--- src/rv32i_pkg.sv ---
// Shared types for the RV32I execute slice
// Holds the field widths, opcode and funct3 encodings, ALU operations
// and the structs passed from the decoder to the datapath and outputs
`default_nettype none

package rv32i_pkg;

  typedef logic [31:0] word_t;
  typedef logic [31:0] instr_t;
  typedef logic [4:0]  reg_idx_t;
  typedef logic [3:0]  byte_en_t;

  // Fixed halt encoding, a SYSTEM opcode the slice does not otherwise decode
  localparam instr_t HALT_INSTR = 32'h7800_d073;

  typedef enum logic [6:0] {
    LOAD   = 7'b0000011,
    STORE  = 7'b0100011,
    BRANCH = 7'b1100011,
    JAL    = 7'b1101111,
    JALR   = 7'b1100111,
    IMMED  = 7'b0010011,
    REGREG = 7'b0110011,
    LUI    = 7'b0110111,
    AUIPC  = 7'b0010111
  } opcode_t;

  // funct3 of IMMED and REGREG
  typedef enum logic [2:0] {
    F3_ADD  = 3'b000,
    F3_SLL  = 3'b001,
    F3_SLT  = 3'b010,
    F3_SLTU = 3'b011,
    F3_XOR  = 3'b100,
    F3_SR   = 3'b101,
    F3_OR   = 3'b110,
    F3_AND  = 3'b111
  } arith_f3_t;

  // Stores use the same codes for SB, SH and SW
  typedef enum logic [2:0] {
    LB  = 3'b000,
    LH  = 3'b001,
    LW  = 3'b010,
    LBU = 3'b100,
    LHU = 3'b101
  } load_t;

  typedef enum logic [2:0] {
    BEQ  = 3'b000,
    BNE  = 3'b001,
    BLT  = 3'b100,
    BGE  = 3'b101,
    BLTU = 3'b110,
    BGEU = 3'b111
  } branch_t;

  typedef enum logic [3:0] {
    ALU_ADD,
    ALU_SUB,
    ALU_SLL,
    ALU_SRL,
    ALU_SRA,
    ALU_AND,
    ALU_OR,
    ALU_XOR,
    ALU_SLT,
    ALU_SLTU
  } alu_op_t;

  typedef enum logic {
    A_RS1,
    A_PC
  } alu_a_sel_t;

  typedef enum logic [1:0] {
    B_RS2,
    B_IMM_I,
    B_IMM_S,
    B_IMM_U
  } alu_b_sel_t;

  typedef enum logic [1:0] {
    W_LOAD,
    W_LINK,
    W_IMM_U,
    W_ALU
  } w_sel_t;

  typedef struct packed {
    reg_idx_t   rs1;
    reg_idx_t   rs2;
    reg_idx_t   rd;
    word_t      imm_I;
    word_t      imm_S;
    word_t      imm_SB;
    word_t      imm_UJ;
    word_t      imm_U;
    alu_a_sel_t alu_a_sel;
    alu_b_sel_t alu_b_sel;
    alu_op_t    alu_op;
    w_sel_t     w_sel;
    logic       wen;
    logic       dren;
    logic       dwen;
    byte_en_t   byte_en;
    load_t      load_type;
    logic       branch;
    branch_t    branch_type;
    logic       jump;
    logic       j_sel;      // 1 for JAL, 0 for JALR
    logic       halt;
  } ctrl_t;

  typedef struct packed {
    logic     valid;
    reg_idx_t rd;
    word_t    data;
  } wb_t;

  typedef struct packed {
    logic  valid;
    word_t target;
  } redirect_t;

endpackage

`default_nettype wire

--- src/alu.sv ---
// Combinational RV32I ALU
// Ten operations; shifts use the low five bits of B and the compares
// return 1 or 0
`default_nettype none

module alu (
  input  rv32i_pkg::alu_op_t op_i,
  input  rv32i_pkg::word_t   a_i,
  input  rv32i_pkg::word_t   b_i,
  output rv32i_pkg::word_t   result_o
);

  logic [4:0] shamt;

  assign shamt = b_i[4:0];

  always_comb begin
    case (op_i)
      rv32i_pkg::ALU_ADD:  result_o = a_i + b_i;
      rv32i_pkg::ALU_SUB:  result_o = a_i - b_i;
      rv32i_pkg::ALU_SLL:  result_o = a_i << shamt;
      rv32i_pkg::ALU_SRL:  result_o = a_i >> shamt;
      rv32i_pkg::ALU_SRA:  result_o = $signed(a_i) >>> shamt;
      rv32i_pkg::ALU_AND:  result_o = a_i & b_i;
      rv32i_pkg::ALU_OR:   result_o = a_i | b_i;
      rv32i_pkg::ALU_XOR:  result_o = a_i ^ b_i;
      rv32i_pkg::ALU_SLT:  result_o = {31'b0, $signed(a_i) < $signed(b_i)};
      rv32i_pkg::ALU_SLTU: result_o = {31'b0, a_i < b_i};
      default:             result_o = a_i + b_i;
    endcase
  end

endmodule

`default_nettype wire

--- config.mk ---
export PLATFORM = sky130hd
export DESIGN_NAME = alu
export DESIGN_NICKNAME = d
export VERILOG_FILES = /design/src/rv32i_pkg.sv /design/src/alu.sv
export SDC_FILE = /design/constraint.sdc
export NUM_CORES = 1
export LEC_CHECK = 0
export BUFFER_PORTS_ARGS = -buffer_cell sky130_fd_sc_hd__buf_2
export CAP_MARGIN = 20
export CORE_ASPECT_RATIO = 0.8
export CORE_MARGIN = 8
export CORE_UTILIZATION = 50
export DETAILED_ROUTE_END_ITERATION = 7
export GPL_TIMING_DRIVEN = 0
export PLACE_DENSITY = 0.71
export SYNTH_ARGS = -nofsm -noshare
export SYNTH_HDL_FRONTEND = slang
export SYNTH_SLANG_ARGS = --single-unit
--- constraint.sdc ---
create_clock -name vclk -period 11.2
set_clock_uncertainty 0.15 [all_clocks]
set_input_delay 1.68 -clock vclk [all_inputs]
set_output_delay 1.68 -clock vclk [all_outputs]
set_load 0.005 [all_outputs]
==> metrics.txt <==
gr ovfl total=0; Critical Path End=result_o[30]; unrepaired setup endpoints after global routing=false; final setup TNS=0 ns; PostCTS Resize Cnt=0; kind of path behind the tightest hold check=primary input to primary output; clock buffer count=0; Crit path arrival time=7.00 ns; Data required, critical path=9.37 ns; site row count=43; setup-violating endpoint count in the final report=0; sort of element at the end of the critical path=primary output; Final Hold Slack=3.81 ns; Post-Layout Cell Count=1,646; synthesized-area fraction occupied by and/or/nand/nor cells=19.9%; quantity of I/O buffers inserted on ports=99; highest clock frequency the design can meet=0.113 GHz; fraction of layout cells with a size suffix above 1=15.1%; register area=0 sq um; area added between synthesis and finish=8.76%; DPL Wire Length=37,400 um; Post-Synthesis Net Count=1,487; hold_buf cts=0; count of placed standard cells including taps=1,645; routed vias=12,000; FFs & Latches=0; post-route DRC violation count=0; result of the run=completed; crit path setup slack, layout=2.37 ns; Yosys warning total=0; remaining max-slew budget at the tightest pin=21.0%; number of max-capacitance violations reported=0; worst slack at placement=2.62 ns; Pre-Repair DR Iteration Count=6; xor-xnor portion of the synthesized cell area=0.879%; Worst Path Max Fanout=11; setup fix buffers added after clock tree synthesis=0; proportion of synthesized area in mux cells=19.5%; Post-Synthesis Cells=1,320; final worst path period share=78.9%; dominant combinational cell family by area after synthesis=compound AO/OA/AOI/OAI gates; cell mode on critical path=clkbuf_1; Final Routed Wirelength=47,000 um; adder-cell area share of the yosys netlist=14.0%; antenna violations before repair=3; Mapped Avg Cell Area=6.80 sq um; crit path kind=primary input to primary output; number of ports placed on the die boundary=100; maximum number of pins on one net before global-route repair=13; detailed router's first-iteration violation count=1,941; number of endpoints with negative hold slack in the final report=0; global placer's final weighted congestion=1.07; library cells used by synthesis=85; detailed-route vias per instance=7.28; number of slew-limit violations in the final report=0; horizontal die dimension=166 um; wire length of the first global-routing pass=69,100 um; largest stage delay on the critical path=0.74 ns; register area share after synthesis=0%; Post-DRT Antenna Nets=0; number of nets in the final layout=1,589; effective utilization at floorplan=51.5%; Wirelength per Cell=28.5 um; slowest cell on the critical path=o31ai_1; synthesized-area fraction occupied by ao, oa, aoi and oai cells=36.3%; ordered list of cells on the worst path=buf_2, clkbuf_1, clkinv_1, clkbuf_1, clkbuf_1, ha_1, o21ai_0, a211oi_1, o31ai_1, o211ai_1, a31oi_1, o211ai_1, a311oi_1, mux2_2, o22ai_1, buf_2; area enclosed by the die boundary=22,500 sq um; height of the die=136 um; vias in the first global route=11,000; Final Critical Period=8.83 ns; gr usage total=39.1%; Worst Max-Slew Pin Slew=1.18 ns; source of the critical timing path=b_i[3]; Netlist Area Pre-Place=8970 sq um; core region area=17,400 sq um; Worst Setup Start Kind=primary input
==> critical path: cells and delay by family <==
| kind | cells | cell delay (ns) |
|---|---|---|
| AO/OA/AOI/OAI | 8 | 2.46 |
| adder cells (fa/ha/maj) | 1 | 0.50 |
| buffers and inverters | 6 | 1.97 |
| multiplexers | 1 | 0.39 |
==> cell usage in the layout (no fill, tap or decap), drive strengths merged, types with 27 or more instances in the layout <==
cell    count
nor2      147
mux2i      61
inv        95
buf       139
nand2     120
a21oi     135
nor3       27
a211oi     31
mux4       35
mux2       31
ha         97
o21ai     104
clkbuf     64
==> cell usage after synthesis, types with 5 or more instances <==
cell	instances	share of area, %
o211ai_1	15	1.3
a21o_1	17	1.4
a221o_1	6	0.67
o21a_1	7	0.59
nand3_1	25	1.4
ha_1	97	14
o22ai_1	13	0.91
a211oi_1	31	2.6
a22oi_1	11	0.92
o21ai_0	102	5.7
o31ai_1	19	1.6
and3_1	8	0.56
a211o_1	8	0.78
o31a_1	8	0.78
a311oi_1	8	0.78
nor2b_1	10	0.70
nor2_1	147	6.2
nand2b_1	14	0.98
or2_2	6	0.42
o221ai_1	12	1.2
a31oi_1	12	0.84
buf_6	5	0.63
nand2_1	120	5.0
a32oi_1	5	0.49
inv_1	93	3.9
a21oi_1	134	7.5
mux2i_1	60	6.7
nor3_1	25	1.4
mux2_2	31	3.9
o2111ai_1	7	0.68
nand4_1	6	0.42
buf_2	21	1.2
a22o_1	11	1.1
clkbuf_1	64	2.7
o21bai_1	6	0.50
mux4_2	35	8.8
nor4_1	13	0.91
xnor2_1	8	0.78
a221oi_1	10	0.98
buf_1	8	0.33
==> per-stage QoR <==
step           util (%)  area, sq um
6_report           56.0         9760
5_1_grt            56.0         9750
4_1_cts            56.0         9750
3_5_place_dp       56.0         9750
3_3_place_gp       55.9         9750
2_1_floorplan         -         8970
==> cell families (layout without fill, tap and decap cells) <==
family,after synthesis,after routing
other,0,1
adders and majority gates,99,99
AOI/OAI and AO/OA,489,489
xor gates and xnor gates,9,9
muxes,127,127
buffers and inverters,201,301
and+or+nand+nor,395,395
==> final cells by class <==
cell class         instances  area [sq um]
diodes                     1          2.50
fillers                 1798          7680
plain buffers            103           482
well taps                225           282
multi-input cells       1119          8120
inverters                 98           368
repair buffers           100           500
==> metal layers <==
| layer | GRT usage, % | part of all wire, % | up-vias |
|---|---|---|---|
| met5 | 0 | 0.051 | - |
| met4 | 19.1 | 5.5 | 4 |
| met3 | 10.1 | 14 | 195 |
| met2 | 57.0 | 40 | 978 |
| met1 | 52.5 | 40 | 5665 |
| li1 | - | - | 5141 |
==> worst min-delay path by stage <==
stage / start / end / slack [ns] / cells past startpoint
after floorplan: a_i[31] / result_o[18] / 3.42 / 2
after CTS: b_i[17] / result_o[17] / 3.80 / 5
after detailed placement: b_i[17] / result_o[17] / 3.79 / 5
after global routing: b_i[17] / result_o[17] / 3.85 / 5
final: b_i[17] / result_o[17] / 3.81 / 5
after global placement: b_i[17] / result_o[17] / 3.79 / 5
