### src/rv32i_pkg.sv
// Shared types for the RV32I execute slice
// Holds the field widths, opcode and funct3 encodings, ALU operations
// and the structs passed from the decoder to the datapath and outputs
`default_nettype none

package rv32i_pkg;

  typedef logic [31:0] word_t;
  typedef logic [31:0] instr_t;
  typedef logic [4:0]  reg_idx_t;
  typedef logic [3:0]  byte_en_t;

  // Fixed halt encoding, a SYSTEM opcode the slice does not otherwise decode
  localparam instr_t HALT_INSTR = 32'h7800_d073;

  typedef enum logic [6:0] {
    LOAD   = 7'b0000011,
    STORE  = 7'b0100011,
    BRANCH = 7'b1100011,
    JAL    = 7'b1101111,
    JALR   = 7'b1100111,
    IMMED  = 7'b0010011,
    REGREG = 7'b0110011,
    LUI    = 7'b0110111,
    AUIPC  = 7'b0010111
  } opcode_t;

  // funct3 of IMMED and REGREG
  typedef enum logic [2:0] {
    F3_ADD  = 3'b000,
    F3_SLL  = 3'b001,
    F3_SLT  = 3'b010,
    F3_SLTU = 3'b011,
    F3_XOR  = 3'b100,
    F3_SR   = 3'b101,
    F3_OR   = 3'b110,
    F3_AND  = 3'b111
  } arith_f3_t;

  // Stores use the same codes for SB, SH and SW
  typedef enum logic [2:0] {
    LB  = 3'b000,
    LH  = 3'b001,
    LW  = 3'b010,
    LBU = 3'b100,
    LHU = 3'b101
  } load_t;

  typedef enum logic [2:0] {
    BEQ  = 3'b000,
    BNE  = 3'b001,
    BLT  = 3'b100,
    BGE  = 3'b101,
    BLTU = 3'b110,
    BGEU = 3'b111
  } branch_t;

  typedef enum logic [3:0] {
    ALU_ADD,
    ALU_SUB,
    ALU_SLL,
    ALU_SRL,
    ALU_SRA,
    ALU_AND,
    ALU_OR,
    ALU_XOR,
    ALU_SLT,
    ALU_SLTU
  } alu_op_t;

  typedef enum logic {
    A_RS1,
    A_PC
  } alu_a_sel_t;

  typedef enum logic [1:0] {
    B_RS2,
    B_IMM_I,
    B_IMM_S,
    B_IMM_U
  } alu_b_sel_t;

  typedef enum logic [1:0] {
    W_LOAD,
    W_LINK,
    W_IMM_U,
    W_ALU
  } w_sel_t;

  typedef struct packed {
    reg_idx_t   rs1;
    reg_idx_t   rs2;
    reg_idx_t   rd;
    word_t      imm_I;
    word_t      imm_S;
    word_t      imm_SB;
    word_t      imm_UJ;
    word_t      imm_U;
    alu_a_sel_t alu_a_sel;
    alu_b_sel_t alu_b_sel;
    alu_op_t    alu_op;
    w_sel_t     w_sel;
    logic       wen;
    logic       dren;
    logic       dwen;
    byte_en_t   byte_en;
    load_t      load_type;
    logic       branch;
    branch_t    branch_type;
    logic       jump;
    logic       j_sel;      // 1 for JAL, 0 for JALR
    logic       halt;
  } ctrl_t;

  typedef struct packed {
    logic     valid;
    reg_idx_t rd;
    word_t    data;
  } wb_t;

  typedef struct packed {
    logic  valid;
    word_t target;
  } redirect_t;

endpackage

`default_nettype wire

### src/branch_unit.sv
// Branch and jump resolution
// Compares the two source registers for a branch and forms the redirect
// target for branches, JAL and JALR, along with the link address
`default_nettype none

module branch_unit (
  input  logic                branch_i,
  input  logic                jump_i,
  input  logic                j_sel_i,
  input  rv32i_pkg::branch_t  branch_type_i,
  input  rv32i_pkg::word_t    rs1_data_i,
  input  rv32i_pkg::word_t    rs2_data_i,
  input  rv32i_pkg::word_t    pc_i,
  input  rv32i_pkg::word_t    imm_sb_i,
  input  rv32i_pkg::word_t    imm_uj_i,
  input  rv32i_pkg::word_t    jalr_sum_i,
  output logic                taken_o,
  output rv32i_pkg::word_t    target_o,
  output rv32i_pkg::word_t    link_o
);

  logic cond;

  always_comb begin
    case (branch_type_i)
      rv32i_pkg::BEQ:  cond = (rs1_data_i == rs2_data_i);
      rv32i_pkg::BNE:  cond = (rs1_data_i != rs2_data_i);
      rv32i_pkg::BLT:  cond = ($signed(rs1_data_i) < $signed(rs2_data_i));
      rv32i_pkg::BGE:  cond = ($signed(rs1_data_i) >= $signed(rs2_data_i));
      rv32i_pkg::BLTU: cond = (rs1_data_i < rs2_data_i);
      rv32i_pkg::BGEU: cond = (rs1_data_i >= rs2_data_i);
      default:         cond = 1'b0;
    endcase
  end

  assign taken_o = (branch_i && cond) || jump_i;

  // JALR clears bit zero of rs1 plus offset
  always_comb begin
    if (!jump_i) begin
      target_o = pc_i + imm_sb_i;
    end else if (j_sel_i) begin
      target_o = pc_i + imm_uj_i;
    end else begin
      target_o = {jalr_sum_i[31:1], 1'b0};
    end
  end

  assign link_o = pc_i + 32'd4;

endmodule

`default_nettype wire

### config.mk
export PLATFORM = sky130hd
export DESIGN_NAME = branch_unit
export DESIGN_NICKNAME = d
export VERILOG_FILES = /design/src/rv32i_pkg.sv /design/src/branch_unit.sv
export SDC_FILE = /design/constraint.sdc
export NUM_CORES = 1
export LEC_CHECK = 0
export BUFFER_PORTS_ARGS = -buffer_cell sky130_fd_sc_hd__buf_4
export CAP_MARGIN = 10
export CELL_PAD_IN_SITES_DETAIL_PLACEMENT = 0
export CELL_PAD_IN_SITES_GLOBAL_PLACEMENT = 1
export CORE_MARGIN = 2
export CORE_UTILIZATION = 33
export DETAILED_ROUTE_END_ITERATION = 10
export PLACE_DENSITY_LB_ADDON = 0.12
export SYNTH_ARGS = -nofsm -noshare
export SYNTH_HDL_FRONTEND = slang
export SYNTH_SLANG_ARGS = --single-unit
export TNS_END_PERCENT = 10
### constraint.sdc
create_clock -name vclk -period 2.8
set_input_delay 0.14 -clock vclk [all_inputs]
set_output_delay 0.14 -clock vclk [all_outputs]
set_load 0.02 [all_outputs]
==> flow_metrics.tcl <==
set metrics [dict create \
    placed_area_um2 8050 \
    status "complete, but fails checks" \
    seqCellArea_um2 0 \
    dieWidth_um 128 \
    stdcell_area_um2 8260 \
    min_from "pc_i[31]" \
    worstSetupEndpointType "primary output" \
    worstMarginPinSlew_ns 0.555 \
    min_period_ns 2.89 \
    placed_cells 1269 \
    start_util_pct 33.8 \
    hold_viol 0 \
    nets 1380 \
    layout_common_cells "buf_4, ha_1, a21oi_1, nand2_1, xnor2_1" \
    fin_cells 1271 \
    cpMostUsedCell "nand2_1" \
    yosysTopAreaCell "ha_1" \
    final.setup.tns_ns -0.0936 \
    power_density_nw_per_um2 227 \
    drcViolationCount 0 \
    final_util_pct 54.5 \
    drv_cap 0 \
    antenna_cells 0 \
    drt_iter0_drc 213 \
    gp_congestion 0.865 \
    timing.fmax_mhz 346 \
    die_h_um 128 \
    crit_type "input pin to primary output" \
    die_area_um2 16500 \
    holdPathEnd "link_o[31]" \
    multi_input_area_um2 5030 \
    synth_nets 1024 \
    synth_cells 729 \
    synth_top_family_by_area "compound AO/OA/AOI/OAI gates" \
    drive_above_1_share_pct 38.8 \
    violations "setup timing" \
    path_depth 12 \
    cts_hold_buf 0 \
    hold_depth 3 \
    grt_max_degree 37 \
    n_clock_buffer 0 \
    p_leak_uw 0.00432 \
    synth_top_area_share_pct 23.2 \
    drt_wl_total_mm 20.0 \
    crit_chain "buf_4 -> ha_1 -> nand2_1 -> o211ai_1 -> a41oi_1 -> nand2_1 -> o311a_1 -> o21a_1 -> o21ai_2 -> mux2_4 -> o221ai_2 -> buf_6" \
    start_kind "input pin" \
    yosys.area_share.simple_pct 20.0 \
    rsz0062_at_grt "true" \
    hold_path_class "input pin to primary output" \
    timing.hold.ws_ns 0.598 \
    synthTopCellsByArea "ha_1, xnor2_1, a21oi_1" \
    synth_compound_area_share_pct 32.1 \
    area_growth_pct 61.4 \
    dp_hpwl_mm 17.2 \
    routedWlPerCell_um 15.8 \
    max_stage_delay_ns 0.35 \
    synth.avg_cell_area_um2 7.02 \
    fill_cells 1584 \
    layout.cells.most_common "buf_4" \
    vias_per_cell 5.15 \
    ys_seq_area_share_pct 0 \
    fin_crit_sh_pct 103 \
    vias 6552 \
    grt_pass1_wl_mm 31.1 \
    ir_drop_v 0.000128 \
    fin_ws_ns -0.0936 \
    synth-warning-count 0 \
    drv_slew 0 \
    ios 263 \
    synthXorXnorAreaFrac_pct 13.7 \
    grt_usage_pct 22.9 \
    core_area_um2 15100 \
    grt.overflow.total 0 \
    setup_viol 1 \
    slowest_stage "ha_1" \
    synth_area_um2 5110 \
    dr.pass1.iters 5 \
    grt_pass1_vias 6290 \
    critical-path-top-delay-family "compound AO/OA/AOI/OAI gates" \
    slew_headroom_pct 63.0 \
    antenna_found_initial 0 \
    path_buf_inv 2 \
    synth_fa_ha_area_share_pct 24.0 \
    critPathArrivalTime_ns 2.75 \
    num_rows 45 \
    synthMuxAreaShare_pct 4.82 \
    crit_fanout 5 \
    yosysUniqueCellTypes 63 \
    required_ns 2.66 \
    flops_and_latches 0 \
    ant_nets 0 \
    portBuffers 262 \
]
## cells in the mapped netlist, types with 2 or more instances
cell / instances
buf_1: 4
o21ai_0: 41
a41oi_1: 2
a21oi_1: 74
o22ai_1: 4
nor3_1: 14
a211oi_1: 9
a21boi_0: 2
nor3b_1: 2
o311a_1: 3
o21ai_1: 8
and4_1: 4
nand2_1: 59
xor2_1: 29
nand4_1: 17
o2bb2ai_1: 2
nand3_1: 24
clkbuf_1: 11
nand2b_1: 11
or2_2: 4
fa_1: 2
nor2b_1: 8
xnor2_1: 51
or4_1: 2
o21a_1: 12
o211ai_1: 6
o31ai_1: 3
a21oi_2: 2
a21o_1: 45
ha_1: 95
and2_1: 2
o221ai_1: 3
mux2i_1: 19
a2111oi_0: 3
buf_2: 2
nor4_1: 3
mux2_2: 4
inv_1: 50
o21bai_1: 5
nor2_1: 44
buf_4: 2
and3_1: 12
a31oi_1: 10
## cell families (layout without fill, tap and decap cells)
kind of cell    after synthesis  after routing
compound gates              249            249
xor+xnor                     80             80
fa+ha+maj                    97             97
buf+inv                      70            424
mux                          24             24
simple gates                209            209
## worst max-delay path by stage
stage / from / end / slack (ns)
2_1_floorplan: pc_i[0] / target_o[30] / 0.09
3_3_place_gp: pc_i[0] / target_o[30] / -0.23
3_5_place_dp: pc_i[0] / target_o[30] / -0.26
4_1_cts: pc_i[0] / target_o[30] / -0.09
5_1_grt: pc_i[0] / target_o[30] / -0.25
6_report: pc_i[16] / target_o[30] / -0.09
## what timing repair did
item / in CTS / in global routing
pin swaps: 6 / 8
buffers inserted: 2 / 0
endpoints found under the setup margin: 14 / 16
gates cloned: 0 / 0
hold endpoints to repair: 0 / 0
resized for setup: 21 / 23
## routing by layer
metal / share of wire, % / wire length [um] / vias up / track usage, %
met5: 0 / 0 / - / 0
met4: 0.91 / 183 / 0 / 1.85
met3: 4.3 / 870 / 12 / 0.832
met2: 50 / 10000 / 171 / 43.4
met1: 45 / 8960 / 2956 / 30.1
li1: - / - / 3413 / -
## cell type report
cell class                 instances  share of cell area [%]
inverter                          51                    2.32
multi-input combinational        659                    60.9
tap                              188                    2.85
timing repair buffer             373                    34.0
## per-stage QoR
| stage | setup slack [ns] | total power [uW] |
|---|---|---|
| after global routing | -0.252 | 2050 |
| final | -0.0936 | 1880 |
| after detailed placement | -0.265 | 1810 |
| after floorplan | 0.0944 | 1010 |
| after global placement | -0.231 | 1810 |
| after CTS | -0.0897 | 1850 |
## power breakdown
group,switching [uW],internal [uW],leakage [uW],total [uW]
logic,935,942,0.00432,1880
registers,0,0,0,0
clock network,0,0,0,0
total,935,942,0.00432,1880
## worst min-delay path: stages
cell     delay [ns]
buf_4          0.10
xnor2_1        0.06
buf_4          0.15
(Power assumes the default switching activity.)
