===== config.mk =====
export PLATFORM = sky130hd
export DESIGN_NAME = control_unit
export DESIGN_NICKNAME = d
export VERILOG_FILES = /design/src/rv32i_pkg.sv /design/src/control_unit.sv
export SDC_FILE = /design/constraint.sdc
export NUM_CORES = 1
export LEC_CHECK = 0
export BUFFER_PORTS_ARGS = -buffer_cell sky130_fd_sc_hd__buf_4
export CAP_MARGIN = 0
export CORE_ASPECT_RATIO = 0.75
export CORE_MARGIN = 5
export CORE_UTILIZATION = 25
export DETAILED_ROUTE_END_ITERATION = 7
export PLACE_DENSITY = 0.66
export SLEW_MARGIN = 0
export SYNTH_ARGS = -nofsm -noshare
export SYNTH_HDL_FRONTEND = slang
export SYNTH_SLANG_ARGS = --single-unit

===== constraint.sdc =====
create_clock -name vclk -period 2.4
set_clock_uncertainty 0.2 [all_clocks]
set_input_delay 0.48 -clock vclk [all_inputs]
set_output_delay 0.48 -clock vclk [all_outputs]
set_load 0.01 [all_outputs]

===== src/rv32i_pkg.sv =====
// Shared types for the RV32I execute slice
// Holds the field widths, opcode and funct3 encodings, ALU operations
// and the structs passed from the decoder to the datapath and outputs
`default_nettype none

package rv32i_pkg;

  typedef logic [31:0] word_t;
  typedef logic [31:0] instr_t;
  typedef logic [4:0]  reg_idx_t;
  typedef logic [3:0]  byte_en_t;

  // Fixed halt encoding, a SYSTEM opcode the slice does not otherwise decode
  localparam instr_t HALT_INSTR = 32'h7800_d073;

  typedef enum logic [6:0] {
    LOAD   = 7'b0000011,
    STORE  = 7'b0100011,
    BRANCH = 7'b1100011,
    JAL    = 7'b1101111,
    JALR   = 7'b1100111,
    IMMED  = 7'b0010011,
    REGREG = 7'b0110011,
    LUI    = 7'b0110111,
    AUIPC  = 7'b0010111
  } opcode_t;

  // funct3 of IMMED and REGREG
  typedef enum logic [2:0] {
    F3_ADD  = 3'b000,
    F3_SLL  = 3'b001,
    F3_SLT  = 3'b010,
    F3_SLTU = 3'b011,
    F3_XOR  = 3'b100,
    F3_SR   = 3'b101,
    F3_OR   = 3'b110,
    F3_AND  = 3'b111
  } arith_f3_t;

  // Stores use the same codes for SB, SH and SW
  typedef enum logic [2:0] {
    LB  = 3'b000,
    LH  = 3'b001,
    LW  = 3'b010,
    LBU = 3'b100,
    LHU = 3'b101
  } load_t;

  typedef enum logic [2:0] {
    BEQ  = 3'b000,
    BNE  = 3'b001,
    BLT  = 3'b100,
    BGE  = 3'b101,
    BLTU = 3'b110,
    BGEU = 3'b111
  } branch_t;

  typedef enum logic [3:0] {
    ALU_ADD,
    ALU_SUB,
    ALU_SLL,
    ALU_SRL,
    ALU_SRA,
    ALU_AND,
    ALU_OR,
    ALU_XOR,
    ALU_SLT,
    ALU_SLTU
  } alu_op_t;

  typedef enum logic {
    A_RS1,
    A_PC
  } alu_a_sel_t;

  typedef enum logic [1:0] {
    B_RS2,
    B_IMM_I,
    B_IMM_S,
    B_IMM_U
  } alu_b_sel_t;

  typedef enum logic [1:0] {
    W_LOAD,
    W_LINK,
    W_IMM_U,
    W_ALU
  } w_sel_t;

  typedef struct packed {
    reg_idx_t   rs1;
    reg_idx_t   rs2;
    reg_idx_t   rd;
    word_t      imm_I;
    word_t      imm_S;
    word_t      imm_SB;
    word_t      imm_UJ;
    word_t      imm_U;
    alu_a_sel_t alu_a_sel;
    alu_b_sel_t alu_b_sel;
    alu_op_t    alu_op;
    w_sel_t     w_sel;
    logic       wen;
    logic       dren;
    logic       dwen;
    byte_en_t   byte_en;
    load_t      load_type;
    logic       branch;
    branch_t    branch_type;
    logic       jump;
    logic       j_sel;      // 1 for JAL, 0 for JALR
    logic       halt;
  } ctrl_t;

  typedef struct packed {
    logic     valid;
    reg_idx_t rd;
    word_t    data;
  } wb_t;

  typedef struct packed {
    logic  valid;
    word_t target;
  } redirect_t;

endpackage

`default_nettype wire


===== src/control_unit.sv =====
// Combinational RV32I instruction decoder
// Produces register indices, all immediate formats, operand and writeback
// selects, ALU operation, memory enables and byte lanes. The byte offset
// comes back from the ALU sum to place the lanes of a load or store
`default_nettype none

module control_unit (
  input  rv32i_pkg::instr_t instr_i,
  input  logic [1:0]        byte_offset_i,
  output rv32i_pkg::ctrl_t  ctrl_o
);

  rv32i_pkg::opcode_t   opcode;
  rv32i_pkg::arith_f3_t f3;
  rv32i_pkg::load_t     width;

  assign opcode = rv32i_pkg::opcode_t'(instr_i[6:0]);
  assign f3     = rv32i_pkg::arith_f3_t'(instr_i[14:12]);
  assign width  = rv32i_pkg::load_t'(instr_i[14:12]);

  always_comb begin
    // Fields
    ctrl_o.rs1 = instr_i[19:15];
    ctrl_o.rs2 = instr_i[24:20];
    ctrl_o.rd  = instr_i[11:7];

    // Immediates, all sign extended except U
    ctrl_o.imm_I  = {{20{instr_i[31]}}, instr_i[31:20]};
    ctrl_o.imm_S  = {{20{instr_i[31]}}, instr_i[31:25], instr_i[11:7]};
    ctrl_o.imm_SB = {{19{instr_i[31]}}, instr_i[31], instr_i[7], instr_i[30:25],
                     instr_i[11:8], 1'b0};
    ctrl_o.imm_UJ = {{11{instr_i[31]}}, instr_i[31], instr_i[19:12], instr_i[20],
                     instr_i[30:21], 1'b0};
    ctrl_o.imm_U  = {instr_i[31:12], 12'b0};

    ctrl_o.load_type   = width;
    ctrl_o.branch_type = rv32i_pkg::branch_t'(instr_i[14:12]);

    // Memory and control flow
    ctrl_o.dren   = (opcode == rv32i_pkg::LOAD);
    ctrl_o.dwen   = (opcode == rv32i_pkg::STORE);
    ctrl_o.branch = (opcode == rv32i_pkg::BRANCH);
    ctrl_o.jump   = (opcode == rv32i_pkg::JAL) || (opcode == rv32i_pkg::JALR);
    ctrl_o.j_sel  = (opcode == rv32i_pkg::JAL);
    ctrl_o.halt   = (instr_i == rv32i_pkg::HALT_INSTR);

    // Operand A is the PC only for AUIPC
    ctrl_o.alu_a_sel = (opcode == rv32i_pkg::AUIPC) ? rv32i_pkg::A_PC : rv32i_pkg::A_RS1;

    // Operand B; loads and JALR take the I immediate
    case (opcode)
      rv32i_pkg::REGREG: ctrl_o.alu_b_sel = rv32i_pkg::B_RS2;
      rv32i_pkg::BRANCH: ctrl_o.alu_b_sel = rv32i_pkg::B_RS2;
      rv32i_pkg::STORE:  ctrl_o.alu_b_sel = rv32i_pkg::B_IMM_S;
      rv32i_pkg::AUIPC:  ctrl_o.alu_b_sel = rv32i_pkg::B_IMM_U;
      default:           ctrl_o.alu_b_sel = rv32i_pkg::B_IMM_I;
    endcase

    // Writeback source and enable
    ctrl_o.wen = 1'b1;
    case (opcode)
      rv32i_pkg::LOAD:   ctrl_o.w_sel = rv32i_pkg::W_LOAD;
      rv32i_pkg::JAL,
      rv32i_pkg::JALR:   ctrl_o.w_sel = rv32i_pkg::W_LINK;
      rv32i_pkg::LUI:    ctrl_o.w_sel = rv32i_pkg::W_IMM_U;
      rv32i_pkg::IMMED,
      rv32i_pkg::REGREG,
      rv32i_pkg::AUIPC:  ctrl_o.w_sel = rv32i_pkg::W_ALU;
      default: begin
        // Stores, branches and anything unknown write nothing
        ctrl_o.w_sel = rv32i_pkg::W_ALU;
        ctrl_o.wen   = 1'b0;
      end
    endcase

    // ALU operation, address arithmetic defaults to ADD
    ctrl_o.alu_op = rv32i_pkg::ALU_ADD;
    if (opcode == rv32i_pkg::REGREG || opcode == rv32i_pkg::IMMED) begin
      case (f3)
        rv32i_pkg::F3_ADD: begin
          // SUB exists only in register form
          if (opcode == rv32i_pkg::REGREG && instr_i[30]) begin
            ctrl_o.alu_op = rv32i_pkg::ALU_SUB;
          end
        end
        rv32i_pkg::F3_SLL:  ctrl_o.alu_op = rv32i_pkg::ALU_SLL;
        rv32i_pkg::F3_SLT:  ctrl_o.alu_op = rv32i_pkg::ALU_SLT;
        rv32i_pkg::F3_SLTU: ctrl_o.alu_op = rv32i_pkg::ALU_SLTU;
        rv32i_pkg::F3_XOR:  ctrl_o.alu_op = rv32i_pkg::ALU_XOR;
        rv32i_pkg::F3_SR: begin
          // Bit 30 picks arithmetic shift
          ctrl_o.alu_op = instr_i[30] ? rv32i_pkg::ALU_SRA : rv32i_pkg::ALU_SRL;
        end
        rv32i_pkg::F3_OR:   ctrl_o.alu_op = rv32i_pkg::ALU_OR;
        rv32i_pkg::F3_AND:  ctrl_o.alu_op = rv32i_pkg::ALU_AND;
        default:            ctrl_o.alu_op = rv32i_pkg::ALU_ADD;
      endcase
    end

    // Byte lanes, empty mask when misaligned
    case (width)
      rv32i_pkg::LB,
      rv32i_pkg::LBU: ctrl_o.byte_en = 4'b0001 << byte_offset_i;
      rv32i_pkg::LH,
      rv32i_pkg::LHU: ctrl_o.byte_en = byte_offset_i[0] ? 4'b0000 : 4'b0011 << byte_offset_i;
      rv32i_pkg::LW:  ctrl_o.byte_en = (byte_offset_i == 2'b00) ? 4'b1111 : 4'b0000;
      default:        ctrl_o.byte_en = 4'b0000;
    endcase
  end

endmodule

`default_nettype wire


==> results of run 1 <==
## metal layers
metal	up-vias	track usage, %	wire length, um
met5	-	0	0
met4	0	0.573	27
met3	2	2.32	691
met2	110	18.5	2810
met1	636	11.6	1860
li1	720	-	-
## placed cells by master (no fill, tap or decap), drive strengths merged, types with 3 or more instances in the layout
cell type / synthesis / routed
buf: 187 / 224
conb: 1 / 14
nor3: 8 / 8
o21ai: 3 / 3
or3: 3 / 3
nor2: 12 / 12
nand2: 6 / 6
nor4: 5 / 5
nand3b: 3 / 3
## layout make-up
type	count	area, um2
inverter	1	3.75
tap	98	123
timing repair buffer	224	1680
multi-input combinational	79	462
fill	722	4660
## final timing paths
kind / startpoint / endpoint / slack [ps] / cells after the start
hold / removal: instr_i[15] / ctrl_o[41] / 970 / 2
setup / recovery: instr_i[7] / ctrl_o[0] / 190 / 5
## report_power, final
part / internal (W) / leakage (nW) / switching, W
clock network: 0 / 0 / 0
registers: 0 / 0 / 0
logic: 0.000235 / 1.25 / 0.000228
total: 0.000235 / 1.25 / 0.000228
## logic make-up (layout without fill, tap and decap cells)
kind of cell | count (synthesis) | after routing | share of synthesized area (%)
AND/OR/NAND/NOR | 53 | 53 | 17.8
other | 1 | 14 | 0.207
multiplexers | 1 | 1 | 0.553
buffers and inverters | 188 | 225 | 77.5
AO/OA/AOI/OAI | 10 | 10 | 3.46
XOR/XNOR | 1 | 1 | 0.484
## stage by stage
stage	cell area, um2	setup slack (ps)	util (%)	total power (W)	hold slack (ps)
2_1_floorplan	1860	424	-	0.000359	808
3_3_place_gp	2260	85.6	32.7	0.000464	966
3_5_place_dp	2260	121	32.7	0.000468	970
4_1_cts	2260	103	32.7	0.000469	971
5_1_grt	2270	66.6	32.8	0.000498	983
6_report	2270	188	32.8	0.000464	972
==> flow_metrics.env, run 1 <==
export IMPL_syn_area_um2=1810
export IMPL_dp_cells=402
export IMPL_cp_arrival_ps=1530
export IMPL_max_freq_mhz=452
export IMPL_postRouteWirelength_um=5390
export IMPL_power_density_nw_per_um2=204
export IMPL_synth_area_leaders="buf_4 76%, nor2_1 2.5%, nor3_1 2.2%"
export IMPL_slew_violations=0
export IMPL_cp_slowest_cell="nor4_2"
export IMPL_syn_inst=254
export IMPL_yosysMostFrequentCell="buf_4"
export IMPL_setup_viol=0
export IMPL_tightest_slew_ps=613
export IMPL_max_slew_margin_pct=59.1
export IMPL_crit_chain="buf_4 > nor4b_2 > nand4_1 > nor4_2 > buf_4"
export IMPL_yosys_area_top_type_share_pct=75.9
export IMPL_path_buf_inv=2
export IMPL_grt_first_pass_wirelength_um=7600
export IMPL_ff_latch_area_um2=0
export IMPL_die_area_um2=9060
export IMPL_nClkBuffers=0
export IMPL_yosys_area_top_type="buf_4"
export IMPL_max_stage_delay_ps=300
export IMPL_first_global_vias=1358
export IMPL_syn_mean_instance_area_um2=7.13
export IMPL_start_util_pct=26.1
export IMPL_vias=1468
export IMPL_cp_required_ps=1720
export IMPL_ys_seq_area_share_pct=0
export IMPL_synth_common_cells="183 x buf_4, 12 x nor2_1, 8 x nor3_1"
export IMPL_antenna_found_initial=0
export IMPL_tns_ps=0
export IMPL_cp_top_family="simple AND/OR/NAND/NOR gates"
export IMPL_post_cts_buffers=0
export IMPL_drt_first_pass_iters=4
export IMPL_rows=26
export IMPL_cap_violations=0
export IMPL_postCtsHoldBufs=0
export IMPL_die_y_um=83.7
export IMPL_min_period_ps=2210
export IMPL_grt_max_degree=76
export IMPL_syn_to_final_growth_pct=25.4
export IMPL_drc=0
export IMPL_ys_types=33
export IMPL_detail_route_antenna_nets=0
export IMPL_critPathKind="in2out"
export IMPL_final_cells=402
export IMPL_drt_initial_drc_count=39
export IMPL_via_per_inst=3.65
export IMPL_yosys_warnings=0
export IMPL_rsz0062_at_grt="no"
export IMPL_die_x_um=108
export IMPL_crit_fanout=4
export IMPL_ios=235
export IMPL_final_layout_size_suffix_gt1_share_pct=75.7
export IMPL_gp_congestion=0.829
export IMPL_finalCritPeriodShare_pct=92.2
export IMPL_core_region_area_um2=6930
export IMPL_track_usage_pct=9.78
export IMPL_seq_cells=0
export IMPL_critPathCaptureType="output pin"
export IMPL_num_antenna_cells=0
export IMPL_power_leakage_nw=1.25
export IMPL_crit_top_cell="buf_4"
export IMPL_cts_resized=0
export IMPL_port_buffers=221
export IMPL_vdd_ir_drop_max_v=0.0000885
export IMPL_wl_per_cell_um=13.4
export IMPL_overflow=0
export IMPL_final_hold_viol_count=0
export IMPL_fin_nets=340
export IMPL_hp_class="in2out"
export IMPL_post_dp_hpwl_um=4730
export IMPL_critPathLaunchType="input pin"
export IMPL_status="complete, no violations"
Power figures use the tool's default switching activity.
==> run 2: changes to the inputs <==
--- a/config.mk
+++ b/config.mk
@@ -7,7 +7,6 @@
 export LEC_CHECK = 0
 export BUFFER_PORTS_ARGS = -buffer_cell sky130_fd_sc_hd__buf_4
 export CAP_MARGIN = 0
-export CORE_ASPECT_RATIO = 0.75
 export CORE_MARGIN = 5
 export CORE_UTILIZATION = 25
 export DETAILED_ROUTE_END_ITERATION = 7
@@ -16,3 +15,4 @@
 export SYNTH_ARGS = -nofsm -noshare
 export SYNTH_HDL_FRONTEND = slang
 export SYNTH_SLANG_ARGS = --single-unit
+export TNS_END_PERCENT = 1
==> run 2 against run 1 <==
Total power grew 0.78%; first-iteration DRC count decreased by 67%; final area grew 2.2%; sequential cell count stayed put; maximum frequency decreased by 2.3%; critical path depth grew 1; die area decreased by 0.20%; global-route usage is 0.74 points lower; non-clock buffer count grew 4; clock-buffer cell count is the same; worst hold slack about the same; setup slack got worse by 53 ps; critical path type unchanged; largest cell class unchanged.
==> flow_metrics.env, run 2 (same netlist as run 1, synthesis figures left out) <==
export IMPL_cp_slowest_cell="nor4_2"
export IMPL_power_density_nw_per_um2=201
export IMPL_num_antenna_cells=0
export IMPL_drt_first_pass_iters=4
export IMPL_crit_fanout=2
export IMPL_drt_initial_drc_count=13
export IMPL_max_freq_mhz=442
export IMPL_critPathCaptureType="output pin"
export IMPL_rsz0062_at_grt="no"
export IMPL_detail_route_antenna_nets=0
export IMPL_grt_first_pass_wirelength_um=6730
export IMPL_grt_max_degree=76
export IMPL_power_leakage_nw=1.28
export IMPL_switching_share_pct=48.7
export IMPL_die_area_um2=9040
export IMPL_seq_cells=0
export IMPL_track_usage_pct=9.04
export IMPL_vias=1481
export IMPL_gp_congestion=0.705
export IMPL_final_hold_viol_count=0
export IMPL_hp_class="in2out"
export IMPL_design_area_um2=2320
export IMPL_final_layout_size_suffix_gt1_share_pct=76.3
export IMPL_cp_top_family="simple AND/OR/NAND/NOR gates"
export IMPL_port_buffers=221
export IMPL_drc=0
export IMPL_crit_top_cell="buf_4"
export IMPL_min_period_ps=2260
export IMPL_rows=31
export IMPL_cp_arrival_ps=1580
export IMPL_slew_violations=0
export IMPL_ios=235
export IMPL_critPathKind="in2out"
export IMPL_finalCritPeriodShare_pct=94.3
export IMPL_die_y_um=95.1
export IMPL_fillers=795
export IMPL_nClkBuffers=0
export IMPL_crit_chain="buf_4 > nor4b_2 > buf_4 > nand4_1 > nor4_2 > buf_4"
export IMPL_layout_commonest_cell="buf_4"
export IMPL_postRouteWirelength_um=5330
export IMPL_cap_violations=0
export IMPL_cp_required_ps=1720
export IMPL_post_dp_hpwl_um=4760
export IMPL_setup_viol=0
export IMPL_via_per_inst=3.64
export IMPL_utilization_pct=32.5
export IMPL_status="complete, no violations"
export IMPL_fin_nets=344
export IMPL_vdd_ir_drop_max_v=0.0000591
export IMPL_wl_per_cell_um=13.1
export IMPL_post_cts_buffers=0
export IMPL_critPathLaunchType="input pin"
export IMPL_core_region_area_um2=7140
export IMPL_antenna_found_initial=0
export IMPL_max_stage_delay_ps=270
export IMPL_path_buf_inv=3
export IMPL_start_util_pct=25.4
export IMPL_die_x_um=95.1
export IMPL_placed_area_um2=2310
export IMPL_clkPwrFrac_pct=0
export IMPL_syn_to_final_growth_pct=28.1
export IMPL_overflow=0
export IMPL_final_cell_mix="227 x buf_4, 14 x conb_1, 12 x nor2_1"
export IMPL_internal_power_w=0.000240
export IMPL_ff_latch_area_um2=0
export IMPL_first_global_vias=1255
export IMPL_pwr_share_seq_pct=0
export IMPL_pwr_share_comb_pct=100.0
export IMPL_power_switching_w=0.000227
run 2: cell count changes in the layout (fill, tap and decap cells not counted), sizes merged:
cell	previous run	this run
buf	224	228
run 2: power by group through the flow:
stage                     combinational, W  clock [W]  sequential [W]
after global placement            0.000469          0               0
after CTS                         0.000473          0               0
after global routing              0.000504          0               0
after detailed placement          0.000473          0               0
after floorplan                   0.000359          0               0
final                             0.000467          0               0
run 2: metrics by stage:
step / instances / setup WS (ps) / total power [W] / hold slack [ps] / TNS, ps
2_1_floorplan: 267 / 424 / 0.000359 / 808 / 0
3_3_place_gp: 407 / -19.5 / 0.000469 / 965 / -19.5
3_5_place_dp: 407 / 4.76 / 0.000473 / 970 / 0
4_1_cts: 407 / 5.57 / 0.000473 / 971 / 0
5_1_grt: 407 / 27.7 / 0.000504 / 981 / 0
6_report: 407 / 136 / 0.000467 / 972 / 0
run 2: worst paths after layout:
path	start	endpoint	cells after the start
worst max-delay path	instr_i[11]	ctrl_o[0]	6
worst min-delay path	instr_i[15]	ctrl_o[41]	2
run 2: layer usage:
layer / routed length [um] / part of all wire, % / GRT usage [%]
met5: 0 / 0 / 0
met4: 0 / 0 / 0
met3: 699 / 13 / 2.13
met2: 2900 / 54 / 18.5
met1: 1740 / 33 / 9.79
run 2: cell type report:
cell class	count	area, um2	share of cell area, %
Timing Repair Buffer	228	1720	74.3
Multi-Input combinational cell	79	468	20.2
Tap cell	99	124	5.34
Inverter	1	3.75	0.162
run 2: what timing repair did:
item	CTS	global route
gates resized for setup	0	2
hold buffers	0	0
setup endpoints to repair	0	1
==> run 3: changes to the inputs <==
--- a/config.mk
+++ b/config.mk
@@ -7,10 +7,10 @@
 export LEC_CHECK = 0
 export BUFFER_PORTS_ARGS = -buffer_cell sky130_fd_sc_hd__buf_4
 export CAP_MARGIN = 0
-export CORE_MARGIN = 5
-export CORE_UTILIZATION = 25
+export CORE_AREA = 5 5 89 91
 export DETAILED_ROUTE_END_ITERATION = 7
-export PLACE_DENSITY = 0.66
+export DIE_AREA = 0 0 94 96
+export PLACE_DENSITY = 0.68
 export SLEW_MARGIN = 0
 export SYNTH_ARGS = -nofsm -noshare
 export SYNTH_HDL_FRONTEND = slang
==> constraint.sdc (replaced) <==
create_clock -name vclk -period 2.4
set_clock_uncertainty 0.2 [all_clocks]
set_input_delay 0.48 -clock vclk [all_inputs]
set_output_delay 0.48 -clock vclk [all_outputs]
set_load 0.1 [all_outputs]
==> run 3 against run 2 <==
Routed wire length rose by 0.38%; sequential share of layout area did not move; global-route usage up 0.23 points; first-iteration DRC count grew 31%; final area rose by 9.4%; via count up 4.1%; sequential cell count stayed put; setup slack worse by 110 ps; die area down 0.22%; largest cell class unchanged; largest power group unchanged; highest routed layer unchanged.
==> flow_metrics.env, run 3 (same netlist as run 1, synthesis figures left out) <==
export IMPL_status="complete, no violations"
export IMPL_wl_per_cell_um=12.7
export IMPL_crit_fanout=2
export IMPL_final_cell_mix="233 x buf_4, 14 x conb_1, 9 x nor2_1"
export IMPL_die_area_um2=9020
export IMPL_overflow=0
export IMPL_port_buffers=221
export IMPL_ios=235
export IMPL_critPathKind="in2out"
export IMPL_cp_required_ps=1720
export IMPL_power_density_nw_per_um2=648
export IMPL_hold_slack_ps=1110
export IMPL_layout_commonest_cell="buf_4"
export IMPL_cap_violations=0
export IMPL_pwr_share_seq_pct=0
export IMPL_cp_arrival_ps=1690
export IMPL_hold_start="instr_i[14]"
export IMPL_fillers=753
export IMPL_min_period_ps=2370
export IMPL_critPathLaunchType="input pin"
export IMPL_start_util_pct=25.6
export IMPL_tns_ps=0
export IMPL_switching_share_pct=83.9
export IMPL_drc=0
export IMPL_num_antenna_cells=0
export IMPL_power_leakage_nw=1.38
export IMPL_max_slew_margin_pct=59.9
export IMPL_tightest_slew_ps=601
export IMPL_slew_violations=0
export IMPL_internal_power_w=0.000265
export IMPL_final_layout_size_suffix_gt1_share_pct=80.7
export IMPL_critPathCaptureType="output pin"
export IMPL_multi_input_area_um2=563
export IMPL_rows=31
export IMPL_first_global_vias=1414
export IMPL_setup_viol=0
export IMPL_syn_to_final_growth_pct=40.2
export IMPL_dp_cells=420
export IMPL_place_ws_ps=-435
export IMPL_pwr_share_comb_pct=100.0
export IMPL_ff_latch_area_um2=0
export IMPL_grt_first_pass_wirelength_um=7180
export IMPL_power_switching_w=0.00138
export IMPL_via_per_inst=3.67
export IMPL_die_y_um=96
export IMPL_drt_initial_drc_count=17
export IMPL_gp_congestion=0.751
export IMPL_clkPwrFrac_pct=0
export IMPL_post_dp_hpwl_um=4750
export IMPL_antenna_found_initial=0
export IMPL_fin_ws_ps=29.0
export IMPL_utilization_pct=36.0
export IMPL_detail_route_antenna_nets=0
export IMPL_grt_max_degree=76
export IMPL_vias=1542
export IMPL_seq_cells=0
export IMPL_postRouteWirelength_um=5350
export IMPL_post_cts_buffers=0
export IMPL_core_region_area_um2=7060
export IMPL_final_cells=420
export IMPL_fin_nets=357
export IMPL_rsz0062_at_grt="yes"
export IMPL_max_freq_mhz=422
export IMPL_die_x_um=94
export IMPL_postCtsHoldBufs=0
export IMPL_vdd_ir_drop_max_v=0.000215
export IMPL_nClkBuffers=0
export IMPL_finalCritPeriodShare_pct=98.8
export IMPL_crit_path_start="instr_i[18]"
export IMPL_track_usage_pct=9.27
export IMPL_final_hold_viol_count=0
export IMPL_drt_first_pass_iters=4
export IMPL_hp_class="in2out"
-- run 3: worst max-delay path, cell delays in order --
cell	delay (ps)
buf_6	100
nor4_4	270
buf_4	150
nand4_1	210
nor4_4	220
buf_6	260
-- run 3: layer usage --
layer	vias to the layer above	global-route usage, %	share of wire (%)
li1	754	-	-
met1	682	10.3	33
met2	106	18.8	55
met3	0	2.27	12
met4	0	0	0
met5	-	0	0
-- run 3: repair_timing --
action | CTS | global route
hold endpoints to repair | 0 | 0
resized for setup | 8 | 6
pin swaps | 3 | 3
setup endpoints to repair | 3 | 5
-- run 3: per-stage QoR --
step                power, W  area [um2]
CTS                  0.00165        2510
detailed placement   0.00164        2470
finish               0.00165        2540
floorplan            0.00152        1940
global placement     0.00164        2470
global route         0.00168        2540
-- run 3: power groups by stage --
| stage | clock, W | combinational (W) | sequential (W) |
|---|---|---|---|
| after floorplan | 0 | 0.00152 | 0 |
| after global placement | 0 | 0.00164 | 0 |
| after detailed placement | 0 | 0.00164 | 0 |
| after CTS | 0 | 0.00165 | 0 |
| after global routing | 0 | 0.00168 | 0 |
| final | 0 | 0.00165 | 0 |
-- run 3: path summary, 6_finish.rpt --
path,end,slack (ps),cells after the start
worst max-delay path,ctrl_o[0],30,6
worst min-delay path,ctrl_o[40],1110,2
-- run 3: final cells by class --
cell class / instances / share of cell area, %
multi-input cells: 79 / 22.2
repair buffers: 241 / 72.8
inverters: 1 / 0.148
well taps: 99 / 4.88
